**src/isa_pkg.sv**
```systemverilog
package isa_pkg;

    // datapath widths
    localparam int xlen   = 32;
    localparam int addr_w = 32;
    localparam int reg_w  = 5;

    // dispatch operation code
    localparam int op_w = 6;

    // store forms, the only ops the buffer treats specially
    localparam logic [op_w-1:0] op_sb = 6'd26;
    localparam logic [op_w-1:0] op_sh = 6'd27;
    localparam logic [op_w-1:0] op_sw = 6'd28;

    // collapses the op to a single store flag
    function automatic logic is_store(input logic [op_w-1:0] op);
        logic st;
        case (op)
            op_sb,
            op_sh,
            op_sw:   st = 1'b1;
            default: st = 1'b0;
        endcase
        return st;
    endfunction

endpackage

```
**src/rob_pkg.sv**
```systemverilog
package rob_pkg;

    localparam int tag_w     = 5;
    localparam int rob_depth = 31;

    // tag 0 stays free to mean no tag
    localparam logic [tag_w-1:0] first_tag = 1;

    // wraps from the last entry back to 1
    function automatic logic [tag_w-1:0] next_tag(input logic [tag_w-1:0] t);
        return (t == tag_w'(rob_depth)) ? first_tag : t + 1'b1;
    endfunction

    typedef struct packed {
        logic                      valid;
        logic [tag_w-1:0]          tag;
        logic [isa_pkg::reg_w-1:0] rd;
    } alloc_t;

    typedef struct packed {
        logic             valid;
        logic [tag_w-1:0] tag;
        logic             store;
        logic             pred;
    } dispatch_t;

    typedef struct packed {
        logic                       valid;
        logic [tag_w-1:0]           tag;
        logic [isa_pkg::xlen-1:0]   data;
        logic                       taken;
        logic [isa_pkg::addr_w-1:0] target;
    } result_t;

    typedef struct packed {
        logic                       occupied;
        logic                       done;
        logic                       store;
        logic                       released;
        logic                       pred;
        logic                       actual;
        logic [isa_pkg::reg_w-1:0]  rd;
        logic [isa_pkg::xlen-1:0]   data;
        logic [isa_pkg::addr_w-1:0] target;
    } entry_t;

    typedef struct packed {
        logic retire;
        logic rel;
        logic flush;
    } retire_t;

endpackage

```
**src/rob_alloc.sv**
```systemverilog
`timescale 1ns/1ps

module rob_alloc (
    input  logic                      clk,
    input  logic                      rst,
    input  logic                      rdy,
    input  logic                      clr,
    input  logic                      tag_req,
    input  logic [isa_pkg::reg_w-1:0] tag_rd,
    input  logic                      dp_en,
    input  logic [rob_pkg::tag_w-1:0] dp_tag,
    input  logic [isa_pkg::op_w-1:0]  dp_op,
    input  logic                      dp_pred,
    input  rob_pkg::retire_t          retire,
    output logic                      tag_en,
    output logic [rob_pkg::tag_w-1:0] tag,
    output logic                      full,
    output rob_pkg::alloc_t           alloc,
    output rob_pkg::dispatch_t        dispatch
);
    import isa_pkg::*;
    import rob_pkg::*;

    logic [tag_w-1:0] tail;
    logic [tag_w-1:0] count;
    logic             grant;

    assign full  = (count == tag_w'(rob_depth));
    assign grant = rdy && tag_req && !full;

    assign tag_en = grant;
    assign tag    = grant ? tail : '0;

    always_comb begin
        alloc.valid = grant;
        alloc.tag   = tail;
        alloc.rd    = tag_rd;
    end

    // entries only keep the decoded store bit
    always_comb begin
        dispatch.valid = rdy && dp_en;
        dispatch.tag   = dp_tag;
        dispatch.store = is_store(dp_op);
        dispatch.pred  = dp_pred;
    end

    always_ff @(posedge clk) begin
        if (rst || clr || retire.flush) begin
            tail  <= first_tag;
            count <= '0;
        end else begin
            if (grant) begin
                tail <= next_tag(tail);
            end
            case ({grant, retire.retire})
                2'b10:   count <= count + 1'b1;
                2'b01:   count <= count - 1'b1;
                default: count <= count;
            endcase
        end
    end

endmodule

```
**src/rob_entries.sv**
```systemverilog
`timescale 1ns/1ps

module rob_entries (
    input  logic                      clk,
    input  logic                      rst,
    input  logic                      rdy,
    input  logic                      clr,
    input  rob_pkg::alloc_t           alloc,
    input  rob_pkg::dispatch_t        dispatch,
    input  rob_pkg::result_t          ex_res,
    input  logic                      slb_done,
    input  logic [rob_pkg::tag_w-1:0] slb_tag,
    input  rob_pkg::retire_t          retire,
    output rob_pkg::entry_t           head,
    output logic [rob_pkg::tag_w-1:0] head_tag
);
    import rob_pkg::*;

    // indexed directly by tag, slot 0 does not exist
    entry_t           entries [1:rob_depth];
    logic [tag_w-1:0] head_ptr;

    // an empty head during clr keeps the commit side quiet
    assign head     = clr ? '0 : entries[head_ptr];
    assign head_tag = head_ptr;

    always_ff @(posedge clk) begin
        if (rst || clr || retire.flush) begin
            for (int i = 1; i <= rob_depth; i++) begin
                entries[i] <= '0;
            end
            head_ptr <= first_tag;
        end else if (rdy) begin
            // new tag from decode
            if (alloc.valid) begin
                entries[alloc.tag] <= '{occupied: 1'b1, rd: alloc.rd, default: '0};
            end

            if (dispatch.valid) begin
                entries[dispatch.tag].store <= dispatch.store;
                entries[dispatch.tag].pred  <= dispatch.pred;
            end

            // stale results after a flush find no occupied entry
            if (ex_res.valid && entries[ex_res.tag].occupied) begin
                entries[ex_res.tag].data   <= ex_res.data;
                entries[ex_res.tag].actual <= ex_res.taken;
                entries[ex_res.tag].target <= ex_res.target;
                if (!entries[ex_res.tag].store) begin
                    entries[ex_res.tag].done <= 1'b1;
                end
            end

            // stores complete only through the store buffer
            if (slb_done && entries[slb_tag].store) begin
                entries[slb_tag].done <= 1'b1;
            end

            if (retire.rel) begin
                entries[head_ptr].released <= 1'b1;
            end

            if (retire.retire) begin
                entries[head_ptr] <= '0;
                head_ptr          <= next_tag(head_ptr);
            end
        end
    end

endmodule

```
**src/rob_commit.sv**
```systemverilog
`timescale 1ns/1ps

module rob_commit (
    input  logic                       clk,
    input  logic                       rst,
    input  logic                       rdy,
    input  rob_pkg::entry_t            head,
    input  logic [rob_pkg::tag_w-1:0]  head_tag,
    output rob_pkg::retire_t           retire,
    output logic                       rf_wr,
    output logic [isa_pkg::reg_w-1:0]  rf_rd,
    output logic [isa_pkg::xlen-1:0]   rf_data,
    output logic [rob_pkg::tag_w-1:0]  rf_tag,
    output logic                       store_go,
    output logic [rob_pkg::tag_w-1:0]  store_tag,
    output logic                       flush,
    output logic [isa_pkg::addr_w-1:0] redirect_pc
);

    typedef enum logic [2:0] {
        c_wait,
        c_release,
        c_store_done,
        c_normal,
        c_mispred
    } class_e;

    class_e cls;
    logic   rf_wr_q;
    logic   store_go_q;
    logic   flush_q;

    always_comb begin
        cls = c_wait;
        if (head.occupied) begin
            if (head.store) begin
                if (!head.released) begin
                    cls = c_release;
                end else if (head.done) begin
                    cls = c_store_done;
                end
            end else if (head.done) begin
                // prediction checked here only
                cls = (head.pred != head.actual) ? c_mispred : c_normal;
            end
        end
    end

    always_comb begin
        retire.retire = rdy && (cls inside {c_store_done, c_normal, c_mispred});
        retire.rel    = rdy && (cls == c_release);
        retire.flush  = rdy && (cls == c_mispred);
    end

    always_ff @(posedge clk) begin
        if (rst) begin
            rf_wr_q    <= 1'b0;
            store_go_q <= 1'b0;
            flush_q    <= 1'b0;
        end else if (rdy) begin
            rf_wr_q    <= (cls == c_normal) || (cls == c_mispred);
            store_go_q <= (cls == c_release);
            flush_q    <= (cls == c_mispred);
        end
    end

    always_ff @(posedge clk) begin
        if (rdy && (cls == c_normal || cls == c_mispred)) begin
            rf_rd   <= head.rd;
            rf_data <= head.data;
            rf_tag  <= head_tag;
        end
        if (rdy && cls == c_release) begin
            store_tag <= head_tag;
        end
        if (rdy && cls == c_mispred) begin
            redirect_pc <= head.target;
        end
    end

    // a pulse caught by a stall shows up once rdy returns
    assign rf_wr    = rf_wr_q && rdy;
    assign store_go = store_go_q && rdy;
    assign flush    = flush_q && rdy;

endmodule

```
**src/rob_top.sv**
```systemverilog
`timescale 1ns/1ps

module rob_top (
    input  logic                       clk,
    input  logic                       rst,
    input  logic                       rdy,
    input  logic                       clr,
    // decode
    input  logic                       tag_req,
    input  logic [isa_pkg::reg_w-1:0]  tag_rd,
    output logic                       tag_en,
    output logic [rob_pkg::tag_w-1:0]  tag,
    output logic                       full,
    // dispatch
    input  logic                       dp_en,
    input  logic [rob_pkg::tag_w-1:0]  dp_tag,
    input  logic [isa_pkg::op_w-1:0]   dp_op,
    input  logic                       dp_pred,
    // execution and store buffer
    input  rob_pkg::result_t           ex_res,
    input  logic                       slb_done,
    input  logic [rob_pkg::tag_w-1:0]  slb_tag,
    // commit
    output logic                       rf_wr,
    output logic [isa_pkg::reg_w-1:0]  rf_rd,
    output logic [isa_pkg::xlen-1:0]   rf_data,
    output logic [rob_pkg::tag_w-1:0]  rf_tag,
    output logic                       store_go,
    output logic [rob_pkg::tag_w-1:0]  store_tag,
    output logic                       flush,
    output logic [isa_pkg::addr_w-1:0] redirect_pc
);
    import rob_pkg::*;

    alloc_t           alloc;
    dispatch_t        dispatch;
    entry_t           head;
    logic [tag_w-1:0] head_tag;
    retire_t          retire;

    rob_alloc i_alloc (
        .clk      (clk),
        .rst      (rst),
        .rdy      (rdy),
        .clr      (clr),
        .tag_req  (tag_req),
        .tag_rd   (tag_rd),
        .dp_en    (dp_en),
        .dp_tag   (dp_tag),
        .dp_op    (dp_op),
        .dp_pred  (dp_pred),
        .retire   (retire),
        .tag_en   (tag_en),
        .tag      (tag),
        .full     (full),
        .alloc    (alloc),
        .dispatch (dispatch)
    );

    rob_entries i_entries (
        .clk      (clk),
        .rst      (rst),
        .rdy      (rdy),
        .clr      (clr),
        .alloc    (alloc),
        .dispatch (dispatch),
        .ex_res   (ex_res),
        .slb_done (slb_done),
        .slb_tag  (slb_tag),
        .retire   (retire),
        .head     (head),
        .head_tag (head_tag)
    );

    rob_commit i_commit (
        .clk         (clk),
        .rst         (rst),
        .rdy         (rdy),
        .head        (head),
        .head_tag    (head_tag),
        .retire      (retire),
        .rf_wr       (rf_wr),
        .rf_rd       (rf_rd),
        .rf_data     (rf_data),
        .rf_tag      (rf_tag),
        .store_go    (store_go),
        .store_tag   (store_tag),
        .flush       (flush),
        .redirect_pc (redirect_pc)
    );

endmodule

```
**config.mk**
```make
export PLATFORM = sky130hd
export DESIGN_NAME = rob_top
export DESIGN_NICKNAME = d
export VERILOG_FILES = /design/src/isa_pkg.sv /design/src/rob_pkg.sv /design/src/rob_alloc.sv /design/src/rob_entries.sv /design/src/rob_commit.sv /design/src/rob_top.sv
export SDC_FILE = /design/constraint.sdc
export NUM_CORES = 2
export LEC_CHECK = 0
export BUFFER_PORTS_ARGS = -buffer_cell sky130_fd_sc_hd__buf_4
export CAP_MARGIN = 20
export CORE_UTILIZATION = 55
export CTS_CLUSTER_SIZE = 8
export DETAILED_ROUTE_END_ITERATION = 10
export GPL_TIMING_DRIVEN = 1
export PLACE_DENSITY = 0.81
export SLEW_MARGIN = 40
export SYNTH_ARGS = -nofsm -noshare
export SYNTH_HDL_FRONTEND = slang
export SYNTH_SLANG_ARGS = --single-unit
```
**constraint.sdc**
```tcl
create_clock -name clk -period 5.2 [get_ports clk]
set_input_delay 0.26 -clock clk [delete_from_list [all_inputs] [get_ports clk]]
set_output_delay 0.26 -clock clk [all_outputs]
set_load 0.01 [all_outputs]
```
# Word-level counts from Yosys, hierarchy flattened
# Memories as Yosys holds them, arrays and structs flattened. A register that Yosys moved wholly into a read port is not among the register bits.
# Cells that the tools add are included.
[word_totals] mem_bits_rw=2325 word_cells=116 regBits=97 mem_count=1 inputBits=100
[mem_list] memory="i_entries.entries" depth=31 width=75 read_ports=3 rd_clocked_by_memory_dff=1 wr=31 line_no="rob_entries.sv:20" text="entry_t entries [1:rob_depth];"
[classes] muxes=61 n_addsub=4 reduce_logical=25 bitwise=1 eq_ne=13
[ops] op="$mux W75" count=6
[ops] op="$reduce_or A75 Y1" count=5
[ops] op="$mux W5" count=10
[ops] op="$mux W1" count=34
[ops] op="$eq A6 B5 Y1 const B" count=3
[ops] op="$mux W3" count=6
[ops] op="$add A5 B1 Y5 const B" count=3
[ops] op="$eq A5 B5 Y1 const B" count=3
[ops] op="$logic_and A1 B1 Y1" count=12
[ops] op="$pmux W5 S2" count=1
[ops] op="$mux W2" count=4
[ops] op="$eq A3 B2 Y1 const B" count=2
[ops] op="$sub A5 B1 Y5 const B" count=1
[ops] op="$eq A3 B1 Y1 const B" count=1
[ops] op="$eq A3 B3 Y1 const B" count=1
[ops] op="$logic_or A1 B1 Y1" count=3
[ops] op="$reduce_bool A3 Y1" count=1
[ops] op="$reduce_or A3 Y1" count=1
[ops] op="$eq A2 B1 Y1 const B" count=1
[ops] op="$eq A2 B2 Y1 const B" count=1
[ops] op="$reduce_and A2 Y1" count=1
[ops] op="$reduce_bool A2 Y1" count=1
[ops] op="$logic_not A1 Y1" count=1
[ops] op="$ne A1 B1 Y1" count=1
[ops] op="$or A1 B1 Y1" count=1

# Depth between registers and ports, before layout
[logic_depth] depth_word=16 ltp_mapped=18

# Cells and area by module
# A second synthesis with hierarchy kept.
[hier_totals] cells_unflattened=11294 hier_area_um2=109746.5
[by_module_without_submodules] module="rob_entries" cells_per_inst=11092 n_inst=1 area_per_inst_um2=106363.3
[by_module_without_submodules] module="rob_commit" cells_per_inst=100 n_inst=1 area_per_inst_um2=2547.4
[by_module_without_submodules] module="rob_alloc" cells_per_inst=102 n_inst=1 area_per_inst_um2=835.8

# Worst setup path after synthesis
# No wires, ideal clock.
[synth_path] kind="reg-to-reg" from="register (tool-made name)" to="register i_commit.rf_data[0] (netlist name) (enable)" required_ns=4.757 path_slack_ns=0.906 path_buffers=6 synth_period_minus_slack_ns=4.294 path_stages_with_launch=13 arrival_ns=3.851 path_cell_list="dfxtp_1 -> buf_6 -> buf_6 -> buf_6 -> buf_6 -> mux2i_1 -> a22oi_1 -> a21o_1 -> and4_1 -> nand2_1 -> buf_2 -> buf_1 -> nor2_1"
[synth_lines] element="to (signal assigned)" line_no="rob_commit.sv:70" text="rf_data <= head.data;"
[synth_lines] element="to (decl)" line_no="rob_commit.sv:12" text="output logic [isa_pkg::xlen-1:0] rf_data,"

==> impl_summary.log <==
[metrics] run status: completed
[metrics] kind of end point of the critical path: flop
[metrics] die boundary width: 436.4 um
[metrics] number of non-filler instances in the completed layout: 11517
[metrics] area share of the largest cell type after synthesis: 46.11%
[metrics] largest cells by area after synthesis: sky130_fd_sc_hd__dfxtp_1 (46%), sky130_fd_sc_hd__mux4_2 (16%), sky130_fd_sc_hd__a22o_1 (13%)
[metrics] Final Critical Period: 5.027 ns
[metrics] origin of the worst min-delay path: tag_req
[metrics] most frequent standard cell in the layout excluding fill and tap cells: sky130_fd_sc_hd__dfxtp_1
[metrics] floorplan die area: 190500 um2
[metrics] number of buffers inserted during clock tree synthesis: 363
[metrics] Syn-to-layout area delta: 13.55%
[metrics] final hold slack: 0.05060 ns
[metrics] clock-pin slew reported for the worst setup and hold paths after clock tree synthesis: 0.05 ns
[metrics] final weighted congestion in routability-driven placement: 1.006
[metrics] category of cells accounting for the largest share of critical-path delay: buffers and inverters
[metrics] number of distinct library cells after synthesis: 79
[metrics] Hold Violations, Final: 0
[metrics] Buf+Inv Stages, Crit Path: 4
[metrics] number of standard cells after synthesis: 9135
[metrics] total DRC errors in the routed layout: 0
[metrics] Final TNS setup: 0 ns
[metrics] Max IR drop VDD: 0.0003661 V
[metrics] part of the Yosys area used for sequential elements: 49.32%
[metrics] initial DRC count: 16063
[metrics] met3 demand-to-capacity share in global routing: 15.30%
[metrics] number of flops mapped to enable cells by yosys: 111
[metrics] number of vias per cell: 7.626
[metrics] type of the most critical hold path: input port to flop
[metrics] fraction of the cycle the final worst path needs: 96.66%
[metrics] number of antenna violations at the first check in global routing: 23
[metrics] overall overflow remaining after global route: 0
[metrics] detailed-route via count: 87823
[metrics] largest clock skew in the final design: 0.09663 ns
[metrics] combined area of the multi-input logic cells: 48420 um2
[metrics] async set-reset flop share out of synthesis: 0%
[metrics] sequential standard cell area: 51220 um2
[metrics] Placeable Area: 187600 um2
[metrics] most frequent cells in the layout: sky130_fd_sc_hd__dfxtp_1 (2385), sky130_fd_sc_hd__a22o_1 (1508), sky130_fd_sc_hd__nand2_1 (840)
[metrics] power per cell area: 351.7 nW/um2
[metrics] most utilized layer in the global route result: met2
[metrics] Yosys top cell by area: sky130_fd_sc_hd__dfxtp_1
[metrics] vias in the first global route: 87396
[metrics] number of H-tree branching levels: 5
[metrics] Worst-Skew Late Latency: 1.00 ns
[metrics] CP Max Fanout: 29
[metrics] effective utilization at floorplan: 55.33%
[metrics] half-perimeter wire length after placement: 215400 um
[metrics] dominant cell type by count on the critical path: sky130_fd_sc_hd__buf_4
[metrics] prevailing post-synth register cell: sky130_fd_sc_hd__dfxtp_1
[metrics] yosys synthesis warning count: 0
[metrics] post-synthesis area per instance: 11.36 um2
[metrics] Leakage: 41.49 nW
[metrics] buffers added on ports: 188
[metrics] routed wirelength normalized by instance count: 34.89 um
[metrics] pin count of the biggest net entering global routing: 84
[metrics] ratio of cells with drive above 1 in the final layout: 19.53%
[metrics] total of endpoints with negative setup slack in the final report: 0
[metrics] FILL cells: 13507
[metrics] post-route cell area: 117900 um2
[metrics] worst path required time: 6.01 ns
[metrics] transition time of the tightest slew-check pin: 1.008 ns
[metrics] count of cell instances traversed by the critical path: 11
[metrics] final layout net count: 9059
[metrics] normalized max-slew margin: 32.81%
[metrics] met1 demand-to-capacity share in global routing: 51.20%
[metrics] worst reg2reg path depth: 11
[metrics] area of the mapped netlist: 103800 um2
[metrics] post-detailed-route count of antenna-violating nets: 0
[metrics] detailed-route wire length: 401900 um
[metrics] critical path, cell by cell: buf_4 -> mux2i_1 -> nor3_1 -> a2111oi_2 -> nor4_1 -> nand3_2 -> buf_12 -> nor3_2 -> buf_4 -> a21oi_1 -> dlygate4sd3_1
[metrics] Longest Clk Path Bufs: 4
[metrics] Chip Height: 436.4 um
[metrics] number of placed instances, taps included: 10976
[metrics] setup repair after global routing missed its margin: no
[metrics] net count after synthesis: 9250
[metrics] crit path max-delay cell type: sky130_fd_sc_hd__nor4_1
[metrics] cell at the root of the clock tree: sky130_fd_sc_hd__clkbuf_16
[metrics] timing-limited maximum frequency: 0.1989 GHz
[metrics] clock net sink count: 2502
[metrics] data arrival time of the worst path: 5.83 ns
[metrics] CTS tree: done
[metrics] top-level I/O count: 189
[metrics] GR Util met2: 58.74%
[metrics] drt first pass iters: 7
[metrics] overall fraction of global-route tracks in use: 41.08%
[metrics] CP peak stage delay: 0.75 ns
[metrics] Setup CP Type: flop to flop
[metrics] cell area after placement: 107300 um2
[metrics] Critical Path Source Type: flop
[metrics] Placement Rows: 159
[metrics] Worst Hold Path Cells: 4
[metrics] number of slew-limit violations in the final report: 0
[metrics] flop and latch count out of synthesis: 2502
[metrics] max_cap viols: 0
[metrics] first-pass GRT wire length: 585300 um
## Yosys cell counts (19+ instances only)
cell type	count
sky130_fd_sc_hd__a21oi_1	746
sky130_fd_sc_hd__buf_4	32
sky130_fd_sc_hd__dfxtp_1	2391
sky130_fd_sc_hd__mux4_2	755
sky130_fd_sc_hd__inv_1	23
sky130_fd_sc_hd__clkbuf_1	527
sky130_fd_sc_hd__mux2i_1	82
sky130_fd_sc_hd__edfxtp_1	111
sky130_fd_sc_hd__a2111oi_0	20
sky130_fd_sc_hd__nor2_1	257
sky130_fd_sc_hd__buf_2	434
sky130_fd_sc_hd__nor3_2	22
sky130_fd_sc_hd__o21ai_2	24
sky130_fd_sc_hd__nand2b_1	21
sky130_fd_sc_hd__buf_6	19
sky130_fd_sc_hd__nor3_1	46
sky130_fd_sc_hd__a22o_1	1508
sky130_fd_sc_hd__nand2_1	841
sky130_fd_sc_hd__nor4_1	38
sky130_fd_sc_hd__buf_1	71
sky130_fd_sc_hd__or3_1	20
sky130_fd_sc_hd__nand3_1	652
sky130_fd_sc_hd__o211ai_1	23
sky130_fd_sc_hd__a32o_1	131
sky130_fd_sc_hd__o21ai_0	60
## worst register-to-register path, stage by stage, from the launching register on
cell and delay [ns]:
sky130_fd_sc_hd__dfxtp_4 0.46, sky130_fd_sc_hd__buf_4 0.42, sky130_fd_sc_hd__mux2i_1 0.23, sky130_fd_sc_hd__nor3_1 0.24, sky130_fd_sc_hd__a2111oi_2 0.10, sky130_fd_sc_hd__nor4_1 0.75, sky130_fd_sc_hd__nand3_2 0.46, sky130_fd_sc_hd__buf_12 0.32
sky130_fd_sc_hd__nor3_2 0.53, sky130_fd_sc_hd__buf_4 0.66, sky130_fd_sc_hd__a21oi_1 0.12, sky130_fd_sc_hd__dlygate4sd3_1 0.60
## layout make-up
cell class	count	share of cell area, %
flip-flops and latches	2502	43.45
well taps	2495	2.649
repair buffers	528	4.607
diodes	16	0.03397
inverters	26	0.08917
clock buffers	419	8.001
multi-input cells	5523	41.08
clock inverters	8	0.08492
## sequential cells by signal, indices dropped and copies added, names as in the netlist, named ones only
name                  cells
i_commit.redirect_pc     32
i_commit.store_go_q       1
i_commit.store_tag        5
i_entries.head_tag        5
i_commit.rf_rd            5
i_commit.flush_q          1
i_commit.rf_tag           5
i_entries.entries      2400
i_alloc.count             5
i_commit.rf_wr_q          1
i_alloc.tail              5
i_commit.rf_data         32
## report_power, final
part           internal (mW)  leakage [nW]  switching [mW]  total [mW]
combinational          0.244          16.5            1.10        1.35
clock                   12.5          4.66            8.23        20.7
sequential              19.4          20.3          0.0113        19.4
## cell families (layout without fill, tap and decap cells)
group | count (synthesis) | after routing | synth area share, %
AO/OA/AOI/OAI | 2638 | 2638 | 19.50
XOR/XNOR | 11 | 11 | 0.09281
adder cells (fa/ha/maj) | 15 | 15 | 0.1880
buffers and inverters | 1110 | 981 | 4.801
flip-flops | 2502 | 2502 | 49.32
multiplexers | 841 | 841 | 17.21
other | 0 | 16 | 0
AND/OR/NAND/NOR | 2018 | 2018 | 8.879
## through the flow
step	power (mW)	utilization, %	setup slack (ns)
floorplan	20.34	-	0.9061
global placement	20.89	57.08	0.1448
detailed placement	20.91	57.17	0.1330
CTS	41.26	62.77	0.06462
global route	42.17	62.82	0.09424
finish	41.45	62.83	0.1735
## metal layers
metal / vias to the layer above / part of all wire [%]
li1: 34323 / -
met4: 20 / 8.1
met2: 8423 / 42
met5: - / 0.046
met3: 2271 / 16
met1: 42786 / 34
## what timing repair did
item | CTS | global route
endpoints found under the hold margin | 2318 | 0
setup buffers | 0 | 0
endpoints found under the setup margin | 0 | 1
gates resized for setup | 0 | 1
hold buffers | 96 | 0
## path summary, 6_finish.rpt
check | end | slack (ns)
worst max-delay path | i_entries.entries[19][72]$_SDFFE_PP0P_ | 0.17
worst min-delay path | i_alloc.tail[4]$_SDFFE_PP0P_ | 0.05
worst max register to register | i_entries.entries[19][72]$_SDFFE_PP0P_ | 0.17
worst min register to register | i_entries.entries[0][73]$_SDFF_PP0_ | 0.45
Power figures use the tool's default switching activity.
